### config.mk
export PLATFORM = sky130hd
export DESIGN_NAME = axi_copy_top
export DESIGN_NICKNAME = d
export VERILOG_FILES = /design/src/design/axi_copy_pkg.sv /design/src/design/axi_rw_join.sv /design/src/design/copy_reader.sv /design/src/design/copy_fifo.sv /design/src/design/copy_writer.sv /design/src/design/axi_copy_top.sv
export SDC_FILE = /design/constraint.sdc
export NUM_CORES = 1
export LEC_CHECK = 0
export BUFFER_PORTS_ARGS = -buffer_cell sky130_fd_sc_hd__buf_2
export CORE_MARGIN = 4
export CORE_UTILIZATION = 30
export CTS_CLUSTER_DIAMETER = 50
export CTS_CLUSTER_SIZE = 25
export DETAILED_ROUTE_END_ITERATION = 10
export PLACE_DENSITY = 0.48
export SKIP_CTS_REPAIR_TIMING = 1
export SKIP_LAST_GASP = 1
export SYNTH_ARGS = -nofsm -noshare
export SYNTH_HDL_FRONTEND = slang
export SYNTH_SLANG_ARGS = --single-unit
export TNS_END_PERCENT = 10
### constraint.sdc
create_clock -name clk_i -period 2.7 [get_ports clk_i]
set_clock_uncertainty 0.05 [all_clocks]
set_input_delay 0.135 -clock clk_i [delete_from_list [all_inputs] [get_ports clk_i]]
set_output_delay 0.135 -clock clk_i [all_outputs]
set_load 0.05 [all_outputs]
### src/design/axi_copy_pkg.sv
/*
 * Shared widths, AXI channel structs, request/response bundles and
 * the response codes used by the copy engine
 */

package axi_copy_pkg;

  // --------------------------------------------------------------------------
  // Widths and sizes
  // --------------------------------------------------------------------------
  localparam int unsigned AddrWidth    = 16;
  localparam int unsigned DataWidth    = 32;
  localparam int unsigned StrbWidth    = DataWidth / 8;
  localparam int unsigned IdWidth      = 2;
  // Job length 1..16 words, so 5 bits
  localparam int unsigned MaxBeats     = 16;
  localparam int unsigned LenWidth     = 5;
  // A whole burst fits so the reader never stalls on full
  localparam int unsigned FifoDepth    = 16;
  localparam int unsigned FifoPtrWidth = $clog2(FifoDepth);

  // Scalar types
  typedef logic [AddrWidth-1:0] axi_addr_t;
  typedef logic [DataWidth-1:0] axi_data_t;
  typedef logic [IdWidth-1:0]   axi_id_t;
  typedef logic [LenWidth-1:0]  axi_len_t;

  // Fixed field values
  localparam axi_id_t    ReadId     = 2'd1;
  localparam axi_id_t    WriteId    = 2'd2;
  localparam logic [2:0] Size4Bytes = 3'd2;
  localparam logic [1:0] BurstIncr  = 2'b01;
  localparam logic [1:0] RespOkay   = 2'b00;
  localparam logic [1:0] RespSlvErr = 2'b10;

  // --------------------------------------------------------------------------
  // Channel payloads
  // --------------------------------------------------------------------------
  typedef struct packed {
    axi_id_t    id;
    axi_addr_t  addr;
    logic [7:0] len;
    logic [2:0] size;
    logic [1:0] burst;
  } axi_aw_t;

  typedef struct packed {
    axi_id_t    id;
    axi_addr_t  addr;
    logic [7:0] len;
    logic [2:0] size;
    logic [1:0] burst;
  } axi_ar_t;

  typedef struct packed {
    axi_data_t            data;
    logic [StrbWidth-1:0] strb;
    logic                 last;
  } axi_w_t;

  typedef struct packed {
    axi_id_t    id;
    logic [1:0] resp;
  } axi_b_t;

  typedef struct packed {
    axi_id_t    id;
    axi_data_t  data;
    logic [1:0] resp;
    logic       last;
  } axi_r_t;

  // Master driven bundle
  typedef struct packed {
    axi_aw_t aw;
    logic    aw_valid;
    axi_w_t  w;
    logic    w_valid;
    logic    b_ready;
    axi_ar_t ar;
    logic    ar_valid;
    logic    r_ready;
  } axi_req_t;

  // Slave driven bundle
  typedef struct packed {
    logic   aw_ready;
    logic   ar_ready;
    logic   w_ready;
    axi_b_t b;
    logic   b_valid;
    axi_r_t r;
    logic   r_valid;
  } axi_resp_t;

endpackage : axi_copy_pkg

### src/design/axi_rw_join.sv
/*
 * Read/write join that merges a read-only and a write-only AXI master
 * into one read/write master port
 */

`timescale 1ns/1ps

module axi_rw_join #(
  parameter type axi_req_t  = logic,
  parameter type axi_resp_t = logic
) (
  // Only used by the assertions
  input  logic      clk_i,
  input  logic      rst_n_i,
  // Read side
  input  axi_req_t  slv_read_req_i,
  output axi_resp_t slv_read_resp_o,
  // Write side
  input  axi_req_t  slv_write_req_i,
  output axi_resp_t slv_write_resp_o,
  // Merged master
  output axi_req_t  mst_req_o,
  input  axi_resp_t mst_resp_i
);

  // --------------------------------------------------------------------------
  // Master request
  // --------------------------------------------------------------------------
  // AR and R handshake from the read side
  assign mst_req_o.ar       = slv_read_req_i.ar;
  assign mst_req_o.ar_valid = slv_read_req_i.ar_valid;
  assign mst_req_o.r_ready  = slv_read_req_i.r_ready;
  // AW, W and B handshake from the write side
  assign mst_req_o.aw       = slv_write_req_i.aw;
  assign mst_req_o.aw_valid = slv_write_req_i.aw_valid;
  assign mst_req_o.w        = slv_write_req_i.w;
  assign mst_req_o.w_valid  = slv_write_req_i.w_valid;
  assign mst_req_o.b_ready  = slv_write_req_i.b_ready;

  // --------------------------------------------------------------------------
  // Read side response
  // --------------------------------------------------------------------------
  assign slv_read_resp_o.ar_ready = mst_resp_i.ar_ready;
  assign slv_read_resp_o.r        = mst_resp_i.r;
  assign slv_read_resp_o.r_valid  = mst_resp_i.r_valid;
  // Write channels never answer the reader
  assign slv_read_resp_o.aw_ready = 1'b0;
  assign slv_read_resp_o.w_ready  = 1'b0;
  assign slv_read_resp_o.b        = '0;
  assign slv_read_resp_o.b_valid  = 1'b0;

  // --------------------------------------------------------------------------
  // Write side response
  // --------------------------------------------------------------------------
  assign slv_write_resp_o.aw_ready = mst_resp_i.aw_ready;
  assign slv_write_resp_o.w_ready  = mst_resp_i.w_ready;
  assign slv_write_resp_o.b        = mst_resp_i.b;
  assign slv_write_resp_o.b_valid  = mst_resp_i.b_valid;
  // Read channels tied off
  assign slv_write_resp_o.ar_ready = 1'b0;
  assign slv_write_resp_o.r        = '0;
  assign slv_write_resp_o.r_valid  = 1'b0;

  // Dropped traffic on an idle channel would hang the merged port
  read_side_no_write : assert property (@(posedge clk_i) disable iff (!rst_n_i)
    !(slv_read_req_i.aw_valid || slv_read_req_i.w_valid));
  write_side_no_read : assert property (@(posedge clk_i) disable iff (!rst_n_i)
    !slv_write_req_i.ar_valid);

endmodule : axi_rw_join

### src/design/copy_reader.sv
/*
 * Read half of the copy engine with one INCR read burst, beats pushed
 * into the FIFO and a sticky error flag on a bad read response
 */

`timescale 1ns/1ps

module copy_reader import axi_copy_pkg::*; (
  input  logic      clk_i,
  input  logic      rst_n_i,
  // Job fields held by the top for the whole job
  input  logic      start_i,
  input  axi_addr_t src_addr_i,
  input  axi_len_t  len_i,
  // Read-only AXI master
  output axi_req_t  axi_req_o,
  input  axi_resp_t axi_resp_i,
  // FIFO write side
  output logic      push_o,
  output axi_data_t push_data_o,
  input  logic      full_i,
  output logic      rd_err_o
);

  typedef enum logic [1:0] {
    st_idle,
    st_addr,
    st_data
  } state_e;

  state_e state_q;
  logic   r_fire;
  logic   rd_err_q;

  // One R beat moves when the FIFO has room
  assign r_fire = (state_q == st_data) && axi_resp_i.r_valid && !full_i;

  // --------------------------------------------------------------------------
  // FSM and error flag
  // --------------------------------------------------------------------------
  always_ff @(posedge clk_i or negedge rst_n_i) begin
    if (!rst_n_i) begin
      state_q  <= st_idle;
      rd_err_q <= 1'b0;
    end else begin
      unique case (state_q)
        st_idle: begin
          if (start_i) begin
            state_q  <= st_addr;
            // Error of the previous job cleared here
            rd_err_q <= 1'b0;
          end
        end
        st_addr: begin
          if (axi_resp_i.ar_ready) begin
            state_q <= st_data;
          end
        end
        st_data: begin
          if (r_fire) begin
            if (axi_resp_i.r.resp != RespOkay) begin
              rd_err_q <= 1'b1;
            end
            if (axi_resp_i.r.last) begin
              state_q <= st_idle;
            end
          end
        end
        default: state_q <= st_idle;
      endcase
    end
  end

  // --------------------------------------------------------------------------
  // AXI request with only AR and R active
  // --------------------------------------------------------------------------
  always_comb begin
    axi_req_o          = '0;
    axi_req_o.ar.id    = ReadId;
    axi_req_o.ar.addr  = src_addr_i;
    // AXI len counts beats minus one
    axi_req_o.ar.len   = 8'(len_i) - 8'd1;
    axi_req_o.ar.size  = Size4Bytes;
    axi_req_o.ar.burst = BurstIncr;
    axi_req_o.ar_valid = (state_q == st_addr);
    axi_req_o.r_ready  = (state_q == st_data) && !full_i;
  end

  // Beat data straight into the FIFO
  assign push_o      = r_fire;
  assign push_data_o = axi_resp_i.r.data;
  assign rd_err_o    = rd_err_q;

  // AR and its job payload must not change before the slave takes it
  ar_valid_hold : assert property (@(posedge clk_i) disable iff (!rst_n_i)
    axi_req_o.ar_valid && !axi_resp_i.ar_ready |=>
      axi_req_o.ar_valid && $stable(axi_req_o.ar));

endmodule : copy_reader

### src/design/copy_fifo.sv
/*
 * First-word-fall-through FIFO between reader and writer
 */

`timescale 1ns/1ps

module copy_fifo import axi_copy_pkg::*; (
  input  logic      clk_i,
  input  logic      rst_n_i,
  input  logic      push_i,
  input  axi_data_t data_i,
  input  logic      pop_i,
  output axi_data_t data_o,
  output logic      empty_o,
  output logic      full_o
);

  axi_data_t               mem_q [FifoDepth];
  logic [FifoPtrWidth-1:0] wr_ptr_q;
  logic [FifoPtrWidth-1:0] rd_ptr_q;
  logic [FifoPtrWidth:0]   count_q;

  // Word storage
  always_ff @(posedge clk_i) begin
    if (push_i) begin
      mem_q[wr_ptr_q] <= data_i;
    end
  end

  // Pointers wrap naturally on a power of two depth
  always_ff @(posedge clk_i or negedge rst_n_i) begin
    if (!rst_n_i) begin
      wr_ptr_q <= '0;
      rd_ptr_q <= '0;
      count_q  <= '0;
    end else begin
      if (push_i) begin
        wr_ptr_q <= wr_ptr_q + 1'b1;
      end
      if (pop_i) begin
        rd_ptr_q <= rd_ptr_q + 1'b1;
      end
      // Push and pop together keep the count
      count_q <= count_q + (FifoPtrWidth+1)'(push_i) - (FifoPtrWidth+1)'(pop_i);
    end
  end

  // Head word visible without a pop
  assign data_o  = mem_q[rd_ptr_q];
  assign empty_o = (count_q == '0);
  assign full_o  = (count_q == (FifoPtrWidth+1)'(FifoDepth));

  no_push_full : assert property (@(posedge clk_i) disable iff (!rst_n_i)
    push_i |-> !full_o);
  no_pop_empty : assert property (@(posedge clk_i) disable iff (!rst_n_i)
    pop_i |-> !empty_o);

endmodule : copy_fifo

### src/design/copy_writer.sv
/*
 * Write half of the copy engine with one INCR write burst fed from the
 * FIFO, write response collection and the job done strobe
 */

`timescale 1ns/1ps

module copy_writer import axi_copy_pkg::*; (
  input  logic      clk_i,
  input  logic      rst_n_i,
  // Job fields held by the top for the whole job
  input  logic      start_i,
  input  axi_addr_t dst_addr_i,
  input  axi_len_t  len_i,
  input  logic      rd_err_i,
  // FIFO read side
  input  logic      empty_i,
  output logic      pop_o,
  input  axi_data_t pop_data_i,
  // Write-only AXI master
  output axi_req_t  axi_req_o,
  input  axi_resp_t axi_resp_i,
  // Job completion
  output logic      done_o,
  output logic      err_o
);

  typedef enum logic [2:0] {
    st_idle,
    st_addr,
    st_data,
    st_resp,
    st_done
  } state_e;

  state_e   state_q;
  axi_len_t beat_q;
  logic     last_beat;
  logic     w_fire;
  logic     err_q;

  // Beat counter runs 1..len_i
  assign last_beat = (beat_q == len_i);
  assign w_fire    = (state_q == st_data) && !empty_i && axi_resp_i.w_ready;

  // --------------------------------------------------------------------------
  // FSM, beat counter and error
  // --------------------------------------------------------------------------
  always_ff @(posedge clk_i or negedge rst_n_i) begin
    if (!rst_n_i) begin
      state_q <= st_idle;
      beat_q  <= '0;
      err_q   <= 1'b0;
    end else begin
      unique case (state_q)
        st_idle: begin
          if (start_i) begin
            state_q <= st_addr;
            beat_q  <= axi_len_t'(1);
          end
        end
        st_addr: begin
          if (axi_resp_i.aw_ready) begin
            state_q <= st_data;
          end
        end
        st_data: begin
          if (w_fire) begin
            if (last_beat) begin
              state_q <= st_resp;
            end else begin
              beat_q <= beat_q + 1'b1;
            end
          end
        end
        st_resp: begin
          if (axi_resp_i.b_valid) begin
            state_q <= st_done;
            // Read error folded in since the reader finished long before B
            err_q   <= (axi_resp_i.b.resp != RespOkay) || rd_err_i;
          end
        end
        st_done: state_q <= st_idle;
        default: state_q <= st_idle;
      endcase
    end
  end

  // --------------------------------------------------------------------------
  // AXI request with only AW, W and B active
  // --------------------------------------------------------------------------
  always_comb begin
    axi_req_o          = '0;
    axi_req_o.aw.id    = WriteId;
    axi_req_o.aw.addr  = dst_addr_i;
    axi_req_o.aw.len   = 8'(len_i) - 8'd1;
    axi_req_o.aw.size  = Size4Bytes;
    axi_req_o.aw.burst = BurstIncr;
    axi_req_o.aw_valid = (state_q == st_addr);
    // W data from the FIFO head with full word strobes
    axi_req_o.w.data   = pop_data_i;
    axi_req_o.w.strb   = '1;
    axi_req_o.w.last   = last_beat;
    axi_req_o.w_valid  = (state_q == st_data) && !empty_i;
    axi_req_o.b_ready  = (state_q == st_resp);
  end

  assign pop_o  = w_fire;
  assign done_o = (state_q == st_done);
  assign err_o  = err_q;

  // An offered W beat keeps its FIFO head data until the slave takes it
  w_valid_hold : assert property (@(posedge clk_i) disable iff (!rst_n_i)
    axi_req_o.w_valid && !axi_resp_i.w_ready |=>
      axi_req_o.w_valid && $stable(axi_req_o.w));

endmodule : copy_writer

### src/design/axi_copy_top.sv
/*
 * Copy engine top with job registers, busy flag, reader, FIFO, writer
 * and the read/write join onto one AXI master port
 */

`timescale 1ns/1ps

module axi_copy_top import axi_copy_pkg::*; (
  input  logic      clk_i,
  input  logic      rst_n_i,
  // Job interface
  input  logic      start_i,
  input  axi_addr_t src_addr_i,
  input  axi_addr_t dst_addr_i,
  input  axi_len_t  len_i,
  output logic      busy_o,
  output logic      done_o,
  output logic      err_o,
  // AXI master
  output axi_req_t  mst_req_o,
  input  axi_resp_t mst_resp_i
);

  axi_addr_t src_q;
  axi_addr_t dst_q;
  axi_len_t  len_q;
  logic      busy_q;
  logic      go_q;
  logic      accept;
  logic      wr_done;
  logic      rd_err;
  logic      push;
  logic      pop;
  logic      fifo_empty;
  logic      fifo_full;
  axi_data_t push_data;
  axi_data_t pop_data;
  axi_req_t  rd_req;
  axi_resp_t rd_resp;
  axi_req_t  wr_req;
  axi_resp_t wr_resp;

  // Busy drops in the done cycle so a new start may land there
  assign busy_o = busy_q && !wr_done;
  assign accept = start_i && !busy_o;

  // --------------------------------------------------------------------------
  // Job registers and busy
  // --------------------------------------------------------------------------
  always_ff @(posedge clk_i or negedge rst_n_i) begin
    if (!rst_n_i) begin
      busy_q <= 1'b0;
      go_q   <= 1'b0;
    end else begin
      go_q <= accept;
      if (accept) begin
        busy_q <= 1'b1;
      end else if (wr_done) begin
        busy_q <= 1'b0;
      end
    end
  end

  // Job fields stay put until the next accepted start
  always_ff @(posedge clk_i) begin
    if (accept) begin
      src_q <= src_addr_i;
      dst_q <= dst_addr_i;
      len_q <= len_i;
    end
  end

  copy_reader u_reader (
    .clk_i       (clk_i),
    .rst_n_i     (rst_n_i),
    .start_i     (go_q),
    .src_addr_i  (src_q),
    .len_i       (len_q),
    .axi_req_o   (rd_req),
    .axi_resp_i  (rd_resp),
    .push_o      (push),
    .push_data_o (push_data),
    .full_i      (fifo_full),
    .rd_err_o    (rd_err)
  );

  copy_fifo u_fifo (
    .clk_i   (clk_i),
    .rst_n_i (rst_n_i),
    .push_i  (push),
    .data_i  (push_data),
    .pop_i   (pop),
    .data_o  (pop_data),
    .empty_o (fifo_empty),
    .full_o  (fifo_full)
  );

  copy_writer u_writer (
    .clk_i      (clk_i),
    .rst_n_i    (rst_n_i),
    .start_i    (go_q),
    .dst_addr_i (dst_q),
    .len_i      (len_q),
    .rd_err_i   (rd_err),
    .empty_i    (fifo_empty),
    .pop_o      (pop),
    .pop_data_i (pop_data),
    .axi_req_o  (wr_req),
    .axi_resp_i (wr_resp),
    .done_o     (wr_done),
    .err_o      (err_o)
  );

  assign done_o = wr_done;

  // Merge onto the single master port
  axi_rw_join #(
    .axi_req_t  (axi_req_t),
    .axi_resp_t (axi_resp_t)
  ) u_join (
    .clk_i            (clk_i),
    .rst_n_i          (rst_n_i),
    .slv_read_req_i   (rd_req),
    .slv_read_resp_o  (rd_resp),
    .slv_write_req_i  (wr_req),
    .slv_write_resp_o (wr_resp),
    .mst_req_o        (mst_req_o),
    .mst_resp_i       (mst_resp_i)
  );

endmodule : axi_copy_top

# --- Yosys cells after proc, flatten, opt, wreduce, memory -nomap -nowiden ---
# Memories as Yosys holds them, arrays and structs flattened.
# Index checks and enable logic that the tools add are counted.
word_totals:
  regBits: 64
  ram_bits: 512
  input_bits: 86
  out_inout_bits: 107
  elab_cells: 87
  n_memories: 1
memory_table:
  columns: ["name", "words", "width", "rd", "rd_ports_with_merged_regs", "wr", "line", "rtl"]
  rows:
  - ["u_fifo.mem_q", 16, 32, 1, 0, 1, "copy_fifo.sv:18", "axi_data_t mem_q [FifoDepth];"]
classes:
  addsub: 6
  n_eq_ne: 19
  n_mux: 23
  reduce_logical: 25
op_table:
  columns: ["operator", "n"]
  rows:
  - ["$mux 3", 5]
  - ["$mux 5", 3]
  - ["$ne 2x2->1 const B", 6]
  - ["$pmux 3 s4", 1]
  - ["$reduce_and 4->1", 3]
  - ["$ne 2x1->1 const B", 5]
  - ["$pmux 5 s2", 1]
  - ["$reduce_bool 2->1", 5]
  - ["$add 4x1->4 const B", 2]
  - ["$mux 2", 4]
  - ["$logic_and 1x1->1", 7]
  - ["$mux 1", 7]
  - ["$eq 3x2->1 const B", 2]
  - ["$pmux 2 s3", 1]
  - ["$sub 5x1->6 const B", 1]
  - ["$add 5x1->5", 1]
  - ["$add 5x1->5 const B", 1]
  - ["$eq 5x5->1", 1]
  - ["$eq 5x5->1 const B", 1]
  - ["$logic_not 5->1", 1]
  - ["$reduce_and 5->1", 1]
  - ["$sub 5x1->5", 1]
  - ["$logic_not 1->1", 4]
  - ["$eq 3x1->1 const B", 1]
  - ["other kinds (8)", 8]

# --- Depth between registers and ports, before layout ---
logic_depth:
  ltp_word: 6
  mapped_depth: 14
  ltp_nobuf: 13

# --- Modules after synthesis ---
# Synthesis repeated with hierarchy kept, for this count alone.
unflattened:
  cells_unflattened: 1443
  hier_area_um2: 25235.5
by_module_without_submodules:
  columns: ["module", "instances", "cells_per_inst", "area_per_inst_um2", "seq_area_each_um2"]
  rows:
  - ["copy_fifo", 1, 873, 19932.9, 15700.1]
  - ["axi_rw_join", 1, 197, 1475.2, 0.0]
  - ["copy_writer", 1, 173, 1418.9, 225.2]
  - ["copy_reader", 1, 157, 1214.9, 75.1]
  - ["axi_copy_top", 1, 43, 1193.6, 1161.1]

# --- Worst setup path after synthesis ---
# Ideal clock, no wire load.
synth_path:
  kind: "reg2reg"
  from: "register u_writer.state_q[1]"
  to: "register dst_q[0] (enable)"
  setup_time_ns: 0.398
  arrival_time_ns: 2.943
  t_required_ns: 2.252
  slack_ns: -0.691
  stages_incl_launch_ff: 5
  path_buffers: 1
  period_less_slack_ns: 3.391
  cell_sequence: "dfrtp_1 -> clkbuf_1 -> nor3b_1 -> nand2b_1 -> and2_1"
synth_between:
  elab_chain_len: 5
synth_rtl:
  columns: ["item", "line", "rtl"]
  rows:
  - ["start: declaration", "copy_writer.sv:36", "state_e state_q;"]
  - ["start signal: assignment", "copy_writer.sv:51", "state_q <= st_idle;"]
  - ["start signal: assignment", "copy_writer.sv:58", "state_q <= st_addr;"]
  - ["start signal: assignment", "copy_writer.sv:64", "state_q <= st_data;"]
  - ["$eq 3x3->1", "copy_writer.sv:109", "assign done_o = (state_q == st_done);"]
  - ["net done_o", "axi_copy_top.sv:17", "output logic done_o,"]
  - ["$logic_not 1->1", "axi_copy_top.sv:44", "assign busy_o = busy_q && !wr_done;"]
  - ["$logic_and 1x1->1", "axi_copy_top.sv:44", null]
  - ["$logic_not 1->1", "axi_copy_top.sv:45", "assign accept = start_i && !busy_o;"]
  - ["$logic_and 1x1->1", "axi_copy_top.sv:45", null]
  - ["net accept", "axi_copy_top.sv:29", "logic accept;"]
  - ["end signal: assignment", "axi_copy_top.sv:68", "dst_q <= dst_addr_i;"]
  - ["end: declaration", "axi_copy_top.sv:25", "axi_addr_t dst_q;"]
# The timed path passes the listed nets, and every way through them passes these cells.
# A chain may end at the register's enable or synchronous reset.

==> flow_summary.yaml <==
run_status:
  outcome: "complete, but fails checks"
  violations: "setup timing"
synthesis:
  synthDistinctLibCells: 41
  yosysWarnings: 0
  ys_seq_area_share_pct: 77.10
  synth_area_leaders: "edfxtp_1 74%, mux4_2 16%, dfrtp_1 3.0%"
  synthCells: 958
  synth_ff_type: "edfxtp_1"
  synth.most_common_cell: "edfxtp_1"
  netlist_top_cells_count: "549 x edfxtp_1, 160 x mux4_2, 29 x buf_4"
  synth_seq_cells: 576
  syn_area_per_cell_sq_um: 23.23
  async_flop_share_pct: 4.688
  synth_edf_count: 549
  synth_top_area_cell: "edfxtp_1"
  syn_area_sq_um: 22260
  netlist.area_leader.share_pct: 74.06
clocking:
  htreeDepth: 3
  cts_tree: "yes"
  cts_buffer_depth: 3
  cts-buffers-inserted: 68
  cts_sinks: 576
  clk_pin_slew_ns: 0.06
  cts_root_buffer: "clkbuf_16"
  clock_latency_ns: 0.62
power:
  peakVddDrop_mv: 0.5051
  p_leak_uw: 0.009446
  internal_power_uw: 16120
  power_density_nw_per_um2: 746.7
  p_seq_share_pct: 48.0
  p_switching_uw: 4986
  p_comb_share_pct: 6.6
  switching_share_pct: 23.62
  p_clk_share_pct: 45.4
finish:
  stdcell_count: 2318
  syn_to_final_growth_pct: 27.00
  drive_gt1_share_pct: 40.12
  nets: 1400
  regArea_sq_um: 17170
  final_util_pct: 38.62
  n_fill_cell: 6557
  final_area_sq_um: 28270
  multi_input_area_sq_um: 4666
routing:
  first_iter_violations: 772
  drc: 0
  via_per_inst: 4.656
  via_count: 10790
  wl_per_cell_um: 23.02
  drt-total-wl_mm: 53.36
  antenna_left: 0
  first_pass_iters: 4
die:
  io_pins: 193
  rows: 99
  start_util_pct: 30.41
  coreArea_sq_um: 73210
  fp.dieW_um: 280.4
  die_h_um: 280.4
  die_area_sq_um: 78620
sta:
  maxSlewViolCount: 0
  hold_slack_ns: 0.03114
  rsz0062_at_grt: "yes"
  fin_crit_ns: 2.879
  fmax_mhz: 347.3
  worst_pin_slew_ns: 0.6736
  max-slew-margin-rel_pct: 55.09
  finalWorstSetupSlack_ns: -0.1793
  hold_violations: 0
  fin_crit_sh_pct: 106.6
  tns_ns: -4.747
  finalSetupViolations: 32
worst_setup_path:
  crit_type: "flip-flop to primary output"
  cp_slowest_cell: "mux4_2"
  critPathLaunchType: "flip-flop"
  worstSetupEndpointType: "primary output"
  critical_path.max_fanout: 9
  cp_common_cell: "mux4_2"
  critical_path_buf_inv_count: 3
  cpLargestDelayFamily: "multiplexers"
  crit_chain: "buf_6, buf_16, mux4_2, mux4_2, buf_4"
  cp.arrival_ns: 2.69
  max_stage_delay_ns: 0.55
  critical_path_required_ns: 2.52
global_route:
  grt_pass1_vias: 11210
  grt_usage_pct: 13.13
  grt_max_degree: 39
  antenna_found_initial: 3
  grt_pass1_wl_mm: 75.51
  gr-total-overflow: 0
place:
  dp_hpwl_mm: 29.94
  dp.cells: 2094
  portBuffers: 170
  place_area_sq_um: 24770
  gp_congestion: 0.7211
worst_hold_path:
  hold_path.class: "input port to flip-flop"
run:
  max-cap-violations: 0
[path summary, 6_finish.rpt]
kind / start / to / slack (ns) / depth (start not counted)
max: u_fifo.rd_ptr_q[0]$_DFFE_PN0P_ / mst_req_o[58] / -0.18 / 5
min: mst_resp_i[0] / u_fifo.wr_ptr_q[0]$_DFFE_PN0P_ / 0.03 / 4
max reg2reg: u_fifo.count_q[2]$_DFF_PN0_ / u_fifo.count_q[4]$_DFF_PN0_ / 0.11 / 12
min reg2reg: u_reader.state_q[1]$_DFFE_PN0P_ / u_reader.state_q[0]$_DFFE_PN0P_ / 0.42 / 1
max in group asynchronous: rst_n_i / u_fifo.rd_ptr_q[1]$_DFFE_PN0P_ / 2.01 / 2
min in group asynchronous: rst_n_i / u_fifo.wr_ptr_q[0]$_DFFE_PN0P_ / 0.06 / 2
[cells in the final DEF, fill, tap and decap left out, types with 3 or more instances in the layout]
cell type	netlist	layout
buf_12	0	28
inv_1	15	15
nor3_1	4	4
mux4_2	160	160
dlygate4sd3_1	0	79
buf_2	9	157
nand2b_1	7	7
bufinv_16	0	5
clkinv_8	0	4
diode_2	0	3
clkinv_16	0	3
ha_1	13	13
clkbuf_1	13	5
dfrtp_1	27	23
clkbuf_16	0	74
xor2_1	5	5
inv_8	0	6
clkinv_1	0	7
o2111a_1	3	3
a21oi_1	8	8
xnor2_1	13	13
nand2_1	13	13
buf_6	11	6
nor2_1	17	17
clkinvlp_4	0	3
and2_2	0	17
nor2b_1	4	4
inv_6	0	10
buf_16	0	3
buf_4	29	47
edfxtp_1	549	549
clkinv_4	0	7
nand3_1	4	4
conb_1	2	18
nor3b_1	5	4
[power by group through the flow]
stage,Clock [uW],Sequential [uW],Combinational (uW)
2_1_floorplan,0,10300,809
3_3_place_gp,0,10300,1260
3_5_place_dp,0,10300,1280
4_1_cts,9840,10100,1280
5_1_grt,10200,10100,1530
6_report,9580,10100,1400
[flip-flops by register name, indices dropped and copies added, names as in the netlist, 2 cells and up]
signal,flops
u_writer.beat_q,5
dst_q,16
u_fifo.wr_ptr_q,4
src_q,16
u_fifo.rd_ptr_q,4
u_fifo.mem_q,512
u_reader.state_q,2
u_writer.state_q,3
u_fifo.count_q,5
len_q,5
[cell type report]
type	count	share of cell area, %
repair buffers	325	9.719
inverters	15	0.1992
well taps	959	4.244
flip-flops and latches	576	60.74
multi-input cells	314	16.50
diodes	3	0.02656
clock buffers	76	6.311
clock inverters	50	2.253
[metrics by stage]
step | worst slack [ns] | total power (uW)
CTS | -0.3183 | 21250
detailed placement | 0.1247 | 11590
finish | -0.1793 | 21110
global placement | 0.1228 | 11570
global route | -0.2502 | 21880
floorplan | -0.01111 | 11100
[tightest hold or removal path, cell delays in order]
cell	delay, ns
buf_2	0.08
o311a_1	0.16
buf_4	0.19
xnor2_1	0.08
[layer usage]
layer / GRT usage (%) / part of all wire [%] / vias to the layer above
met4: 3.339 / 1.9 / 0
met5: 0 / 0 / -
met1: 17.11 / 42 / 5745
li1: - / - / 4675
met3: 3.287 / 5.2 / 80
met2: 22.17 / 50 / 293
[kinds of logic after synthesis]
kind of cell	synth area share [%]
AOI/OAI and AO/OA	0.8095
xor gates and xnor gates	0.7083
adders and majority gates	0.8207
buffers and inverters	2.327
DFF	77.10
muxes	16.28
other	0.03374
and+or+nand+nor	1.917
No activity file was read; power rests on OpenSTA's default activity.
